### src/logic/dma_pkg.sv
`default_nettype none

package dma_pkg;

	// dram side
	localparam int word_w = 32;
	localparam int addr_w = 32;
	localparam int dram_a_w = 12;

	// buffer side
	localparam int buf_a_w = 7;
	localparam int banks = 2;

	// words per buffer line
	localparam int input_words = 4;
	localparam int weight_words = 9;

	// column counter covers the longer line
	localparam int col_w = $clog2(weight_words);

	// kind input encoding
	localparam logic kind_input = 1'b0;
	localparam logic kind_weight = 1'b1;

	typedef logic [word_w-1:0] word_t;
	typedef logic [buf_a_w-1:0] buf_addr_t;
	typedef logic [col_w-1:0] col_t;

	// first word read sits in the top 32 bits
	typedef logic [input_words*word_w-1:0] input_line_t;
	typedef logic [weight_words*word_w-1:0] weight_line_t;

endpackage

`default_nettype wire

### src/logic/dram_row_sequencer.sv
`timescale 1ns/1ps
`default_nettype none

module dram_row_sequencer (
	input wire clk,
	input wire rst,
	input wire start,
	input wire kind,
	input wire [dma_pkg::addr_w-1:0] dram_addr_start,
	input wire [dma_pkg::addr_w-1:0] dram_addr_end,
	input wire dma_pkg::word_t dram_q,
	output logic ras_n,
	output logic cas_n,
	output logic [dma_pkg::dram_a_w-1:0] dram_a,
	output dma_pkg::word_t word,
	output logic line_start,
	output logic input_word_valid,
	output logic input_line_done,
	output logic weight_word_valid,
	output logic weight_line_done,
	output logic done
);

	typedef enum logic [2:0] {
		st_idle,
		st_activate,
		st_column,
		st_capture,
		st_write
	} state_t;

	state_t state;
	state_t state_next;

	logic [dma_pkg::addr_w-1:0] addr_q;
	dma_pkg::col_t col_q;
	dma_pkg::col_t col_last;
	logic last_line;
	logic read_q;
	logic valid_q;

	// index of the final column read in a line
	always_comb
	begin
		if (kind == dma_pkg::kind_weight)
			col_last = dma_pkg::col_t'(dma_pkg::weight_words - 1);
		else
			col_last = dma_pkg::col_t'(dma_pkg::input_words - 1);
	end

	// counter already points past the last word read
	assign last_line = addr_q[23:2] > dram_addr_end[23:2];

	always_comb
	begin
		state_next = state;
		case (state)
			st_idle:
			begin
				if (start)
					state_next = st_activate;
			end
			st_activate:
				state_next = st_column;
			st_column:
			begin
				if (col_q == col_last)
					state_next = st_capture;
			end
			st_capture:
				state_next = st_write;
			st_write:
			begin
				if (last_line)
					state_next = st_idle;
				else
					state_next = st_activate;
			end
			default:
				state_next = st_idle;
		endcase
	end

	always_ff @(posedge clk, posedge rst)
	begin
		if (rst)
			state <= st_idle;
		else
			state <= state_next;
	end

	// byte address and column position within the line
	always_ff @(posedge clk, posedge rst)
	begin
		if (rst)
		begin
			addr_q <= '0;
			col_q <= '0;
		end
		else
		begin
			case (state)
				st_idle:
				begin
					if (start)
						addr_q <= dram_addr_start;
				end
				st_activate:
					col_q <= '0;
				st_column:
				begin
					// one word per column read
					addr_q <= addr_q + {{(dma_pkg::addr_w - 3){1'b0}}, 3'b100};
					col_q <= col_q + dma_pkg::col_t'(1);
				end
				default:
				begin
				end
			endcase
		end
	end

	// activate drives the row, column reads drive the zero-extended column
	assign ras_n = !(state == st_activate || state == st_column);
	assign cas_n = !(state == st_column);
	assign dram_a = (state == st_activate) ? addr_q[23:12] : {2'b00, addr_q[11:2]};

	// dram_q is valid the cycle after a column read
	always_ff @(posedge clk, posedge rst)
	begin
		if (rst)
		begin
			read_q <= 1'b0;
			valid_q <= 1'b0;
		end
		else
		begin
			read_q <= (state == st_column);
			valid_q <= read_q;
		end
	end

	always_ff @(posedge clk)
	begin
		if (read_q)
			word <= dram_q;
	end

	assign input_word_valid = valid_q && (kind == dma_pkg::kind_input);
	assign weight_word_valid = valid_q && (kind == dma_pkg::kind_weight);
	assign input_line_done = (state == st_write) && (kind == dma_pkg::kind_input);
	assign weight_line_done = (state == st_write) && (kind == dma_pkg::kind_weight);

	always_ff @(posedge clk, posedge rst)
	begin
		if (rst)
		begin
			line_start <= 1'b0;
			done <= 1'b0;
		end
		else
		begin
			line_start <= (state == st_idle) && start;
			done <= (state == st_write) && last_line;
		end
	end

endmodule

`default_nettype wire

### src/logic/line_packer.sv
`timescale 1ns/1ps
`default_nettype none

module line_packer #(
	parameter type payload_t = dma_pkg::input_line_t,
	parameter int words = dma_pkg::input_words
) (
	input wire clk,
	input wire rst,
	input wire line_start,
	input wire word_valid,
	input wire line_done,
	input wire dma_pkg::word_t word,
	input wire bank,
	input wire dma_pkg::buf_addr_t buf_addr_start,
	output logic [dma_pkg::banks-1:0] cen,
	output logic [dma_pkg::banks-1:0] wen,
	output dma_pkg::buf_addr_t a [dma_pkg::banks],
	output payload_t di [dma_pkg::banks]
);

	logic [words*dma_pkg::word_w-1:0] line_q;
	logic [words*dma_pkg::word_w-1:0] line_next;
	dma_pkg::buf_addr_t buf_q;
	logic [dma_pkg::banks-1:0] hit;
	dma_pkg::buf_addr_t a_q [dma_pkg::banks];
	payload_t di_q [dma_pkg::banks];

	// new word enters at the bottom, so the first word ends on top
	assign line_next = {line_q[(words-1)*dma_pkg::word_w-1:0], word};

	always_ff @(posedge clk)
	begin
		if (word_valid)
			line_q <= line_next;
	end

	// buffer address for the next line
	always_ff @(posedge clk, posedge rst)
	begin
		if (rst)
			buf_q <= '0;
		else if (line_start)
			buf_q <= buf_addr_start;
		else if (line_done)
			buf_q <= buf_q + dma_pkg::buf_addr_t'(1);
	end

	// selected bank writes in the line_done cycle
	always_comb
	begin
		hit = '0;
		hit[bank] = line_done;
	end

	assign cen = ~hit;
	assign wen = ~hit;

	// last word arrives with line_done, so the line is taken from line_next
	always_comb
	begin
		for (int b = 0; b < dma_pkg::banks; b++)
		begin
			if (hit[b])
			begin
				a[b] = buf_q;
				di[b] = payload_t'(line_next);
			end
			else
			begin
				a[b] = a_q[b];
				di[b] = di_q[b];
			end
		end
	end

	// pins keep the last written address and line
	always_ff @(posedge clk)
	begin
		for (int b = 0; b < dma_pkg::banks; b++)
		begin
			if (hit[b])
			begin
				a_q[b] <= buf_q;
				di_q[b] <= payload_t'(line_next);
			end
		end
	end

endmodule

`default_nettype wire

### src/logic/buffer_dma.sv
`timescale 1ns/1ps
`default_nettype none

module buffer_dma (
	input wire clk,
	input wire rst,
	input wire start,
	input wire kind,
	input wire bank,
	input wire [dma_pkg::addr_w-1:0] dram_addr_start,
	input wire [dma_pkg::addr_w-1:0] dram_addr_end,
	input wire dma_pkg::buf_addr_t buf_addr_start,
	input wire dma_pkg::word_t dram_q,
	output logic done,
	output logic ras_n,
	output logic cas_n,
	output logic [dma_pkg::dram_a_w-1:0] dram_a,
	output logic [dma_pkg::banks-1:0] input_buffer_cen,
	output logic [dma_pkg::banks-1:0] input_buffer_wen,
	output dma_pkg::buf_addr_t input_buffer_a [dma_pkg::banks],
	output dma_pkg::input_line_t input_buffer_di [dma_pkg::banks],
	output logic [dma_pkg::banks-1:0] weight_buffer_cen,
	output logic [dma_pkg::banks-1:0] weight_buffer_wen,
	output dma_pkg::buf_addr_t weight_buffer_a [dma_pkg::banks],
	output dma_pkg::weight_line_t weight_buffer_di [dma_pkg::banks]
);

	dma_pkg::word_t word;
	logic line_start;
	logic input_word_valid;
	logic input_line_done;
	logic weight_word_valid;
	logic weight_line_done;

	dram_row_sequencer i_sequencer (
		.clk(clk),
		.rst(rst),
		.start(start),
		.kind(kind),
		.dram_addr_start(dram_addr_start),
		.dram_addr_end(dram_addr_end),
		.dram_q(dram_q),
		.ras_n(ras_n),
		.cas_n(cas_n),
		.dram_a(dram_a),
		.word(word),
		.line_start(line_start),
		.input_word_valid(input_word_valid),
		.input_line_done(input_line_done),
		.weight_word_valid(weight_word_valid),
		.weight_line_done(weight_line_done),
		.done(done)
	);

	// 128-bit lines of four words
	line_packer #(
		.payload_t(dma_pkg::input_line_t),
		.words(dma_pkg::input_words)
	) i_input_packer (
		.clk(clk),
		.rst(rst),
		.line_start(line_start),
		.word_valid(input_word_valid),
		.line_done(input_line_done),
		.word(word),
		.bank(bank),
		.buf_addr_start(buf_addr_start),
		.cen(input_buffer_cen),
		.wen(input_buffer_wen),
		.a(input_buffer_a),
		.di(input_buffer_di)
	);

	// 288-bit lines of nine words
	line_packer #(
		.payload_t(dma_pkg::weight_line_t),
		.words(dma_pkg::weight_words)
	) i_weight_packer (
		.clk(clk),
		.rst(rst),
		.line_start(line_start),
		.word_valid(weight_word_valid),
		.line_done(weight_line_done),
		.word(word),
		.bank(bank),
		.buf_addr_start(buf_addr_start),
		.cen(weight_buffer_cen),
		.wen(weight_buffer_wen),
		.a(weight_buffer_a),
		.di(weight_buffer_di)
	);

endmodule

`default_nettype wire

### config.mk
export PLATFORM = sky130hd
export DESIGN_NAME = buffer_dma
export DESIGN_NICKNAME = d
export VERILOG_FILES = /design/src/logic/dma_pkg.sv /design/src/logic/dram_row_sequencer.sv /design/src/logic/line_packer.sv /design/src/logic/buffer_dma.sv
export SDC_FILE = /design/constraint.sdc
export NUM_CORES = 1
export LEC_CHECK = 0
export BUFFER_PORTS_ARGS = -buffer_cell sky130_fd_sc_hd__buf_2
export CAP_MARGIN = 0
export CORE_AREA = 8 8 384 386
export DETAILED_ROUTE_END_ITERATION = 8
export DIE_AREA = 0 0 392 394
export PLACE_DENSITY = 0.57
export REMOVE_ABC_BUFFERS = 1
export SLEW_MARGIN = 20
export SYNTH_ARGS = -nofsm -noshare
export SYNTH_HDL_FRONTEND = slang
export SYNTH_SLANG_ARGS = --single-unit
### constraint.sdc
create_clock -name clk -period 11.7 [get_ports clk]
set_clock_uncertainty 0.05 [all_clocks]
set_input_delay 1.17 -clock clk [delete_from_list [all_inputs] [get_ports clk]]
set_output_delay 1.17 -clock clk [all_outputs]
set_load 0.02 [all_outputs]
# [Word-level counts from Yosys, hierarchy flattened]
# Memory sizes are Yosys's and may differ from the RTL's.
# Cells that the tools add are included.
[totals] register_bits=441 ram_bits=860 input_bits=108 out_inout_bits=883 elab_cells=99 memories=4
[classes] addsub=4 magnitude_cmp=3 eq_ne=7 muxes=43 bitwise=5 reduce_logical=21
[mem_list] memory="i_weight_packer.di_q" depth=2 word_bits=288 rd=2 rd_ports_with_merged_regs=0 write_ports=1 line="line_packer.sv:27" source="payload_t di_q [dma_pkg::banks];"
[mem_list] memory="i_input_packer.di_q" depth=2 word_bits=128 rd=2 rd_ports_with_merged_regs=0 write_ports=1 line="line_packer.sv:27"
[mem_list] memory="i_input_packer.a_q" depth=2 word_bits=7 rd=2 rd_ports_with_merged_regs=0 write_ports=1 line="line_packer.sv:26" source="dma_pkg::buf_addr_t a_q [dma_pkg::banks];"
[mem_list] memory="i_weight_packer.a_q" depth=2 word_bits=7 rd=2 rd_ports_with_merged_regs=0 write_ports=1 line="line_packer.sv:26"
[ops] cell="288-bit 2-to-1 mux" n=3
[ops] cell="128-bit 2-to-1 mux" n=3
[ops] cell="288-bit OR reduction" n=1
[ops] cell="128-bit OR reduction" n=1
[ops] cell="7-bit 2-to-1 mux" n=10
[ops] cell="32-bit one-hot mux with 2 select lines" n=1
[ops] cell="32-bit by 3-bit adder with 32-bit output (second input constant)" n=1
[ops] cell="32-bit 2-to-1 mux" n=1
[ops] cell="22-bit > comparator" n=1
[ops] cell="1-bit 2-to-1 mux" n=18
[ops] cell="3-bit one-hot mux with 5 select lines" n=1
[ops] cell="7-bit by 1-bit adder with 7-bit output (second input constant)" n=2
[ops] cell="7-bit OR reduction" n=2
[ops] cell="12-bit 2-to-1 mux" n=1
[ops] cell="4-bit one-hot mux with 2 select lines" n=1
[ops] cell="2-bit nonzero test" n=4
[ops] cell="1-bit logical AND" n=7
[ops] cell="3-bit by 2-bit equality test with 1-bit output (second input constant)" n=2
[ops] cell="3-bit 2-to-1 mux" n=2
[ops] cell="4-bit by 1-bit adder with 4-bit output (second input constant)" n=1
[ops] cell="2-bit bitwise AND" n=2
[ops] cell="4-bit equality test" n=1
[ops] cell="4-bit 2-to-1 mux" n=1
[ops] cell="2-bit NOT" n=2
[ops] cell="other kinds (12)" n=14

# [Depth between registers and ports, before layout]
# Gate-level depths: netlist (run 1).
[depth] depth_word=9 mapped_depth=8 mapped_depth_nobuf=7

# [By module]
# From an unflattened synthesis (run 1), not the netlist that was laid out.
[hier_totals] hier_cells=2584 hier_area_um2=42664.7
[by_module_without_submodules] module="line_packer at i_weight_packer" instances=1 cells_each=1545 area_each_um2=27261.1
[by_module_without_submodules] module="line_packer at i_input_packer" instances=1 cells_each=709 area_each_um2=12062.8
[by_module_without_submodules] module="dram_row_sequencer" instances=1 cells_each=330 area_each_um2=3340.7

# [Least setup slack after synthesis (run 1)]
# No wires, ideal clock.
[synth_timing] kind="input port to flip-flop" from="input kind" to="register i_weight_packer.line_q[0] (netlist name), enable pin" setup_ps=647 arrival_time_ps=6956 slack_ps=4047 stages=1 path_buffers=0 path_cell_list="and2_1"
[synth_via] elab_chain_cells=1
[synth_rtl] item="start, declared" line="buffer_dma.sv:8" source="input wire kind,"
[synth_rtl] item="1-bit logical AND" line="dram_row_sequencer.sv:150" source="assign weight_word_valid = valid_q && (kind == dma_pkg::kind_weight);"
[synth_rtl] item="end signal, assigned" line="line_packer.sv:35" source="line_q <= line_next;"
[synth_rtl] item="end, declared" line="line_packer.sv:22" source="logic [words*dma_pkg::word_w-1:0] line_q;"
# Every way passes these cells.
# A chain may end at the register's enable or synchronous reset.

==> flow_summary.yaml, run 1 <==
timing:
  finalSetupViolCount: 0
  fin_crit_sh_pct: 49.3
  fin_setup_tns_ns: 0
  slew_violations: 0
  finalHoldViolCount: 0
  slew_headroom_pct: 26.7
  rsz0062_at_grt: "false"
  min_period_ns: 5.77
  fin_ws_ns: 5.93
  fmax_mhz: 173
  worstMarginPinSlew_ns: 1.10
  timing.hold.ws_ns: 0.405
yosys:
  async_flop_share_pct: 3.64
  ys.flop_type: "dfxtp_1"
  synth_warnings: 0
  syn_area_sq_um: 42400
  synth.area.top_cells: "dfxtp_1, edfxtp_1, mux2_2"
  synth_cells: 2558
  synthDominantCellAreaShare_pct: 40.6
  synth_top_cells_by_count: "dfxtp_1, mux2_2, edfxtp_1"
  synth_most_common_cell: "dfxtp_1"
  ys_types: 58
  synth_edf_count: 384
  syn_area_per_cell_sq_um: 16.6
  synth-seq-cells: 1291
  yosysTopAreaCell: "dfxtp_1"
  synth-seq-area-share_pct: 70.6
cts:
  cts_tree: "done"
  clock_sinks: 1291
  clk_path_buf_depth: 3
  cts-root-buf: "clkbuf_16"
  postCtsHoldBufs: 0
  htree_levels: 4
  cts_resized: 0
  clk_pin_slew_ns: 0.06
  cts_setup_buffers: 0
  clkLatencyLatePin_ns: 0.75
  numCtsBuffers: 140
routing:
  drc: 0
  routed_wl_microns: 130000
  post_drt_wl_per_cell_microns: 23.2
  first_pass_iters: 5
  num_vias: 24600
  viasPerCell: 4.39
  antenna_left: 0
  first_iter_violations: 1124
grt:
  grt_max_degree: 145
  grt_util_all_layers_pct: 16.1
  grt.met1_usage_pct: 18.2
  grt-ovfl-total: 0
  top_usage_layer: "met2"
  grt_pass1_vias: 24600
  grt_pass1_wl_microns: 181000
  antenna_found_initial: 10
  met3_usage_pct: 4.93
  grtUsageMet2_pct: 27.9
power:
  pwr-share-comb_pct: 35.1
  peakVddDrop_uv: 201
  powerDensity_nw_per_um2: 328
  p_sw_mw: 6.53
  internal_power_mw: 11.1
  pwr-share-seq_pct: 39.9
  leakagePower_nw: 23.9
  clockPowerShare_pct: 25.0
  swShare_pct: 37.1
floorplan:
  die_width_microns: 392
  io_pins: 991
  dieArea_sq_um: 154000
  fp.dieH_microns: 394
  placementRows: 138
  start_util_pct: 30.1
  core_area_sq_um: 141000
setup_path:
  end_kind: "primary output"
  path_class: "input pin to primary output"
  arrival_ns: 4.55
  cp-start-kind: "input pin"
  critPathMaxFanout: 94
  cp.required_ns: 10.48
cells_and_area:
  fin_area_sq_um: 53800
  fin_util_pct: 38.2
  fillers: 13600
  layout-drive-gt1-share_pct: 54.6
  fin_nets: 3710
  seqCellArea_sq_um: 29900
  areaGrowthSynthToFinish_pct: 27.0
  multi_input_area_sq_um: 11700
outcome:
  status: "complete, no violations"
min_path:
  hp-class: "flip-flop to flip-flop"
placed_design:
  port_buffers: 970
  dpl_cell_area_sq_um: 49100
  dp.final_hpwl_microns: 95000
  place_congestion: 0.830
  place_ws_ns: 5.69
job:
  drv_cap: 0
## power groups by stage
stage,Combinational (mW),Sequential [mW],Clock (mW)
final,6.19,7.02,4.41
after global routing,6.53,7.21,4.73
after CTS,6.32,7.05,4.54
after detailed placement,6.29,7.13,0
after global placement,6.24,7.07,0
after floorplan,3.95,6.84,0
## worst max-delay path: stages
cell      delay (ns)
buf_2           0.16
and4bb_2        0.36
nand2_8         0.56
buf_4           0.85
buf_4           0.70
mux2_2          0.44
buf_2           0.17
## logic make-up after synthesis
group / Yosys count / share of synthesized area, %
xor+xnor: 10 / 0.207
simple gates: 129 / 1.60
mux: 874 / 23.5
fa+ha+maj: 26 / 0.768
flops: 1291 / 70.6
buf+inv: 143 / 1.99
compound gates: 85 / 1.29
## cells in the final DEF (no fill, tap or decap), drive strengths merged, types with 9 or more instances in the layout
cell type / n
mux2: 872
clkinv: 38
buf: 988
dfxtp: 860
nand4: 15
dfrtp: 47
edfxtp: 384
o21ai: 16
ha: 26
nor2: 37
a21oi: 26
inv: 43
diode: 9
nand2: 33
nand3: 9
clkbuf: 201
## per-stage QoR
step | power [mW] | instances
after floorplan | 10.8 | 2446
after global placement | 13.3 | 5324
after detailed placement | 13.4 | 5324
after CTS | 17.9 | 5586
after global routing | 18.5 | 5587
final | 17.6 | 5595
## routing by layer
layer  share of wire, %  routed length [microns]
met5              0.019                       25
met1                 39                    50400
met4                4.1                     5380
met3                6.6                     8570
met2                 50                    65600
## cell type report
type	instances	share of cell area, %
Clock buffer	201	7.44
Timing Repair Buffer	988	9.35
Inverter	31	0.216
Antenna cell	9	0.0419
Clock inverter	61	1.24
Sequential cell	1291	55.6
Tap cell	1890	4.40
Multi-Input combinational cell	1124	21.7
## sequential cells by signal (all words and copies together), names as in the netlist, 3 cells and up
name	count
i_sequencer.col_q	4
i_weight_packer.line_q	256
i_input_packer.buf_q	7
i_input_packer.line_q	96
i_weight_packer.di_q	576
i_input_packer.a_q	14
i_sequencer.word	32
i_sequencer.addr_q	22
i_weight_packer.a_q	14
i_input_packer.di_q	256
i_sequencer.state	3
i_weight_packer.buf_q	7
## final timing paths
check                           cells after the start  slack [ns]                         from                      endpoint
worst min-delay path                                1        0.40  i_input_packer.di_q[0][238]   i_input_packer.di_q[0][238]
worst max register to register                      5        7.95         i_sequencer.state[1]  i_weight_packer.di_q[0][348]
worst min register to register                      1        0.40  i_input_packer.di_q[0][238]   i_input_packer.di_q[0][238]
worst max-delay path                                7        5.93                         kind          weight_buffer_di[60]
min in group asynchronous                           3        0.62                          rst       i_input_packer.buf_q[1]
max in group asynchronous                           3       10.43                          rst            i_sequencer.read_q
(Power assumes the default switching activity.)
==> run 2, diff against run 1 <==
--- a/config.mk
+++ b/config.mk
@@ -5,12 +5,13 @@
 export SDC_FILE = /design/constraint.sdc
 export NUM_CORES = 1
 export LEC_CHECK = 0
+export ABC_AREA = 1
 export BUFFER_PORTS_ARGS = -buffer_cell sky130_fd_sc_hd__buf_2
 export CAP_MARGIN = 0
-export CORE_AREA = 8 8 384 386
+export CORE_AREA = 8 8 376 378
 export DETAILED_ROUTE_END_ITERATION = 8
-export DIE_AREA = 0 0 392 394
-export PLACE_DENSITY = 0.57
+export DIE_AREA = 0 0 384 386
+export PLACE_DENSITY = 0.61
 export REMOVE_ABC_BUFFERS = 1
 export SLEW_MARGIN = 20
 export SYNTH_ARGS = -nofsm -noshare
==> constraint.sdc (replaced) <==
create_clock -name clk -period 4.65 [get_ports clk]
set_clock_uncertainty 0.05 [all_clocks]
set_input_delay 0.465 -clock clk [delete_from_list [all_inputs] [get_ports clk]]
set_output_delay 0.465 -clock clk [all_outputs]
set_load 0.02 [all_outputs]
==> flow_summary.yaml, run 2 <==
setup_path:
  r2r-start: "i_sequencer.state[1]"
  crit_path_start: "i_sequencer.state[1]"
  critPathMaxFanout: 131
  rr_worst_depth: 8
  crit_chain: "nor2_2 -> nand2_2 -> nor2_2 -> inv_2 -> nor2_4 -> buf_12 -> nand2_1 -> nand2_1 -> buf_2"
  end_kind: "primary output"
  cp-start-kind: "flip-flop"
  r2r-end: "i_input_packer.di_q[0][159]"
  arrival_ns: 3.53
  cpPeakStageDelay_ns: 0.49
  path_buf_inv: 3
  crit_end: "input_buffer_di[31]"
  worstSetupPathDepth: 9
  cp.required_ns: 4.14
  slowest_stage: "buf_12"
  r2r_slack_ns: 1.94
  path_class: "flip-flop to primary output"
  critPathTopFamily: "simple AND/OR/NAND/NOR gates"
timing:
  finalHoldViolCount: 0
  fin_setup_tns_ns: 0
  rsz0062_at_grt: "false"
  slew_violations: 0
  fin_crit_sh_pct: 86.9
  slew_headroom_pct: 29.9
  finalSetupViolCount: 0
  fmax_mhz: 247
  min_period_ns: 4.04
  worstMarginPinSlew_ns: 1.05
cells_and_area:
  largest_register_ff_count: 576
  max_flop_register: "i_weight_packer.di_q"
  largest_registers: "i_weight_packer.di_q: 576 flops, i_input_packer.di_q: 256 flops, i_weight_packer.line_q: 256 flops"
  areaGrowthSynthToFinish_pct: 27.5
  fillers: 13400
  fin_nets: 5658
  layout-drive-gt1-share_pct: 22.0
  final_common_cell: "nand2_1"
  final_cell_mix: "nand2_1, buf_2, dfxtp_1"
placed_design:
  place_congestion: 0.899
  port_buffers: 970
  dp.final_hpwl_microns: 104000
power:
  total_power_mw: 44.6
  clockPowerShare_pct: 24.5
  swShare_pct: 40.3
  pwr-share-comb_pct: 35.4
  p_sw_mw: 18.0
  internal_power_mw: 26.6
  peakVddDrop_uv: 577
  pwr-share-seq_pct: 40.2
  powerDensity_nw_per_um2: 814
  leakagePower_nw: 26.9
grt:
  antenna_found_initial: 10
  met3_usage_pct: 4.59
  grtUsageMet2_pct: 31.5
  grt.met1_usage_pct: 22.7
  grt_pass1_wl_microns: 210000
  grt_max_degree: 132
  grt-ovfl-total: 0
  top_usage_layer: "met2"
  grt_util_all_layers_pct: 18.9
  grt_pass1_vias: 31800
routing:
  viasPerCell: 4.46
  antenna_left: 0
  routed_wl_microns: 148000
  num_vias: 33100
  post_drt_wl_per_cell_microns: 19.9
  first_pass_iters: 5
  first_iter_violations: 2188
  drc: 0
floorplan:
  core_area_sq_um: 135000
  io_pins: 991
  fp.dieH_microns: 386
  die_width_microns: 384
  start_util_pct: 31.8
  placementRows: 135
  dieArea_sq_um: 148000
yosys:
  synth_warnings: 0
  ys.flop_type: "dfxtp_1"
  synth.area.top_cells: "dfxtp_1, edfxtp_1, nand2_1"
  async_flop_share_pct: 3.64
  synthDominantCellAreaShare_pct: 40.1
  synth_most_common_cell: "nand2_1"
  synth-seq-cells: 1291
  yosysTopAreaCell: "dfxtp_1"
  synth-seq-area-share_pct: 69.6
  syn_area_per_cell_sq_um: 9.54
  synth_edf_count: 384
  syn_area_sq_um: 43000
  synth_top_cells_by_count: "nand2_1, dfxtp_1, edfxtp_1"
  ys_types: 38
  synth_cells: 4505
cts:
  cts_setup_buffers: 0
  htree_levels: 4
  postCtsHoldBufs: 61
  clock_sinks: 1291
  clk_path_buf_depth: 3
  numCtsBuffers: 138
  cts_resized: 0
  cts-root-buf: "clkbuf_16"
  clk_pin_slew_ns: 0.06
  cts_tree: "done"
  clkLatencyLatePin_ns: 0.76
job:
  drv_cap: 0
outcome:
  status: "complete, no violations"
min_path:
  hp-class: "input pin to flip-flop"
[run 2: tightest hold or removal path: cells and delay by family]
| kind | cells | cell delay (ns) |
|---|---|---|
| AND/OR/NAND/NOR | 3 | 0.20 |
| AO/OA/AOI/OAI | 1 | 0.06 |
| buffers and inverters | 1 | 0.12 |
[run 2: logic make-up after synthesis]
logic type	Yosys count	synth area share (%)
buffers and inverters	284	3.30
XOR/XNOR	13	0.265
AO/OA/AOI/OAI	93	1.28
flip-flops	1291	69.6
adder cells (fa/ha/maj)	26	0.757
AND/OR/NAND/NOR	2798	24.8
[run 2: final cells by class]
class	instances	area (sq um)	area share (%)
sequential	1291	29900	54.6
multi-input combinational	2930	11600	21.2
timing repair buffer	1079	6050	11.0
clock buffer	204	3910	7.13
tap	1781	2230	4.07
clock inverter	51	676	1.23
inverter	84	348	0.635
antenna	4	10.0	0.0183
[run 2: worst min path at each step]
stage / from / cells after the start / to
final: dram_addr_start[22] / 5 / i_sequencer.addr_q[22]
after global routing: dram_addr_start[22] / 5 / i_sequencer.addr_q[22]
after CTS: dram_addr_start[22] / 5 / i_sequencer.addr_q[22]
after detailed placement: i_weight_packer.di_q[0][94] / 2 / i_weight_packer.di_q[0][94]
after global placement: i_weight_packer.di_q[0][305] / 2 / i_weight_packer.di_q[0][305]
after floorplan: i_input_packer.line_q[0] / 0 / i_input_packer.line_q[32]
[run 2: through the flow]
step | utilization, % | setup WS [ns] | cell area [sq um] | hold slack, ns | std cells
2_1_floorplan | - | -4.39 | 41900 | 0.401 | 4305
3_3_place_gp | 36.7 | 1.57 | 49600 | 0.370 | 7104
3_5_place_dp | 36.7 | 1.55 | 49600 | 0.374 | 7104
4_1_cts | 40.6 | 0.685 | 54800 | 0.00350 | 7420
5_1_grt | 40.6 | 0.554 | 54800 | 0.0645 | 7424
6_report | 40.6 | 0.607 | 54800 | 0.0774 | 7424
[run 2: power by group through the flow]
stage	Sequential [mW]	Combinational, mW	Clock, mW
after global placement	18.0	15.7	0
final	17.9	15.8	10.9
after floorplan	17.6	9.36	0
after detailed placement	18.2	15.9	0
after CTS	18.0	16.0	11.1
after global routing	18.3	17.0	11.6
[run 2: layer usage]
layer  wire (microns)  vias up  part of all wire (%)
li1                 -    16100                     -
met1            58900    15500                    40
met2            71300     1140                    48
met3             9850      320                   6.7
met4             7470        0                   5.1
met5                0        -                     0
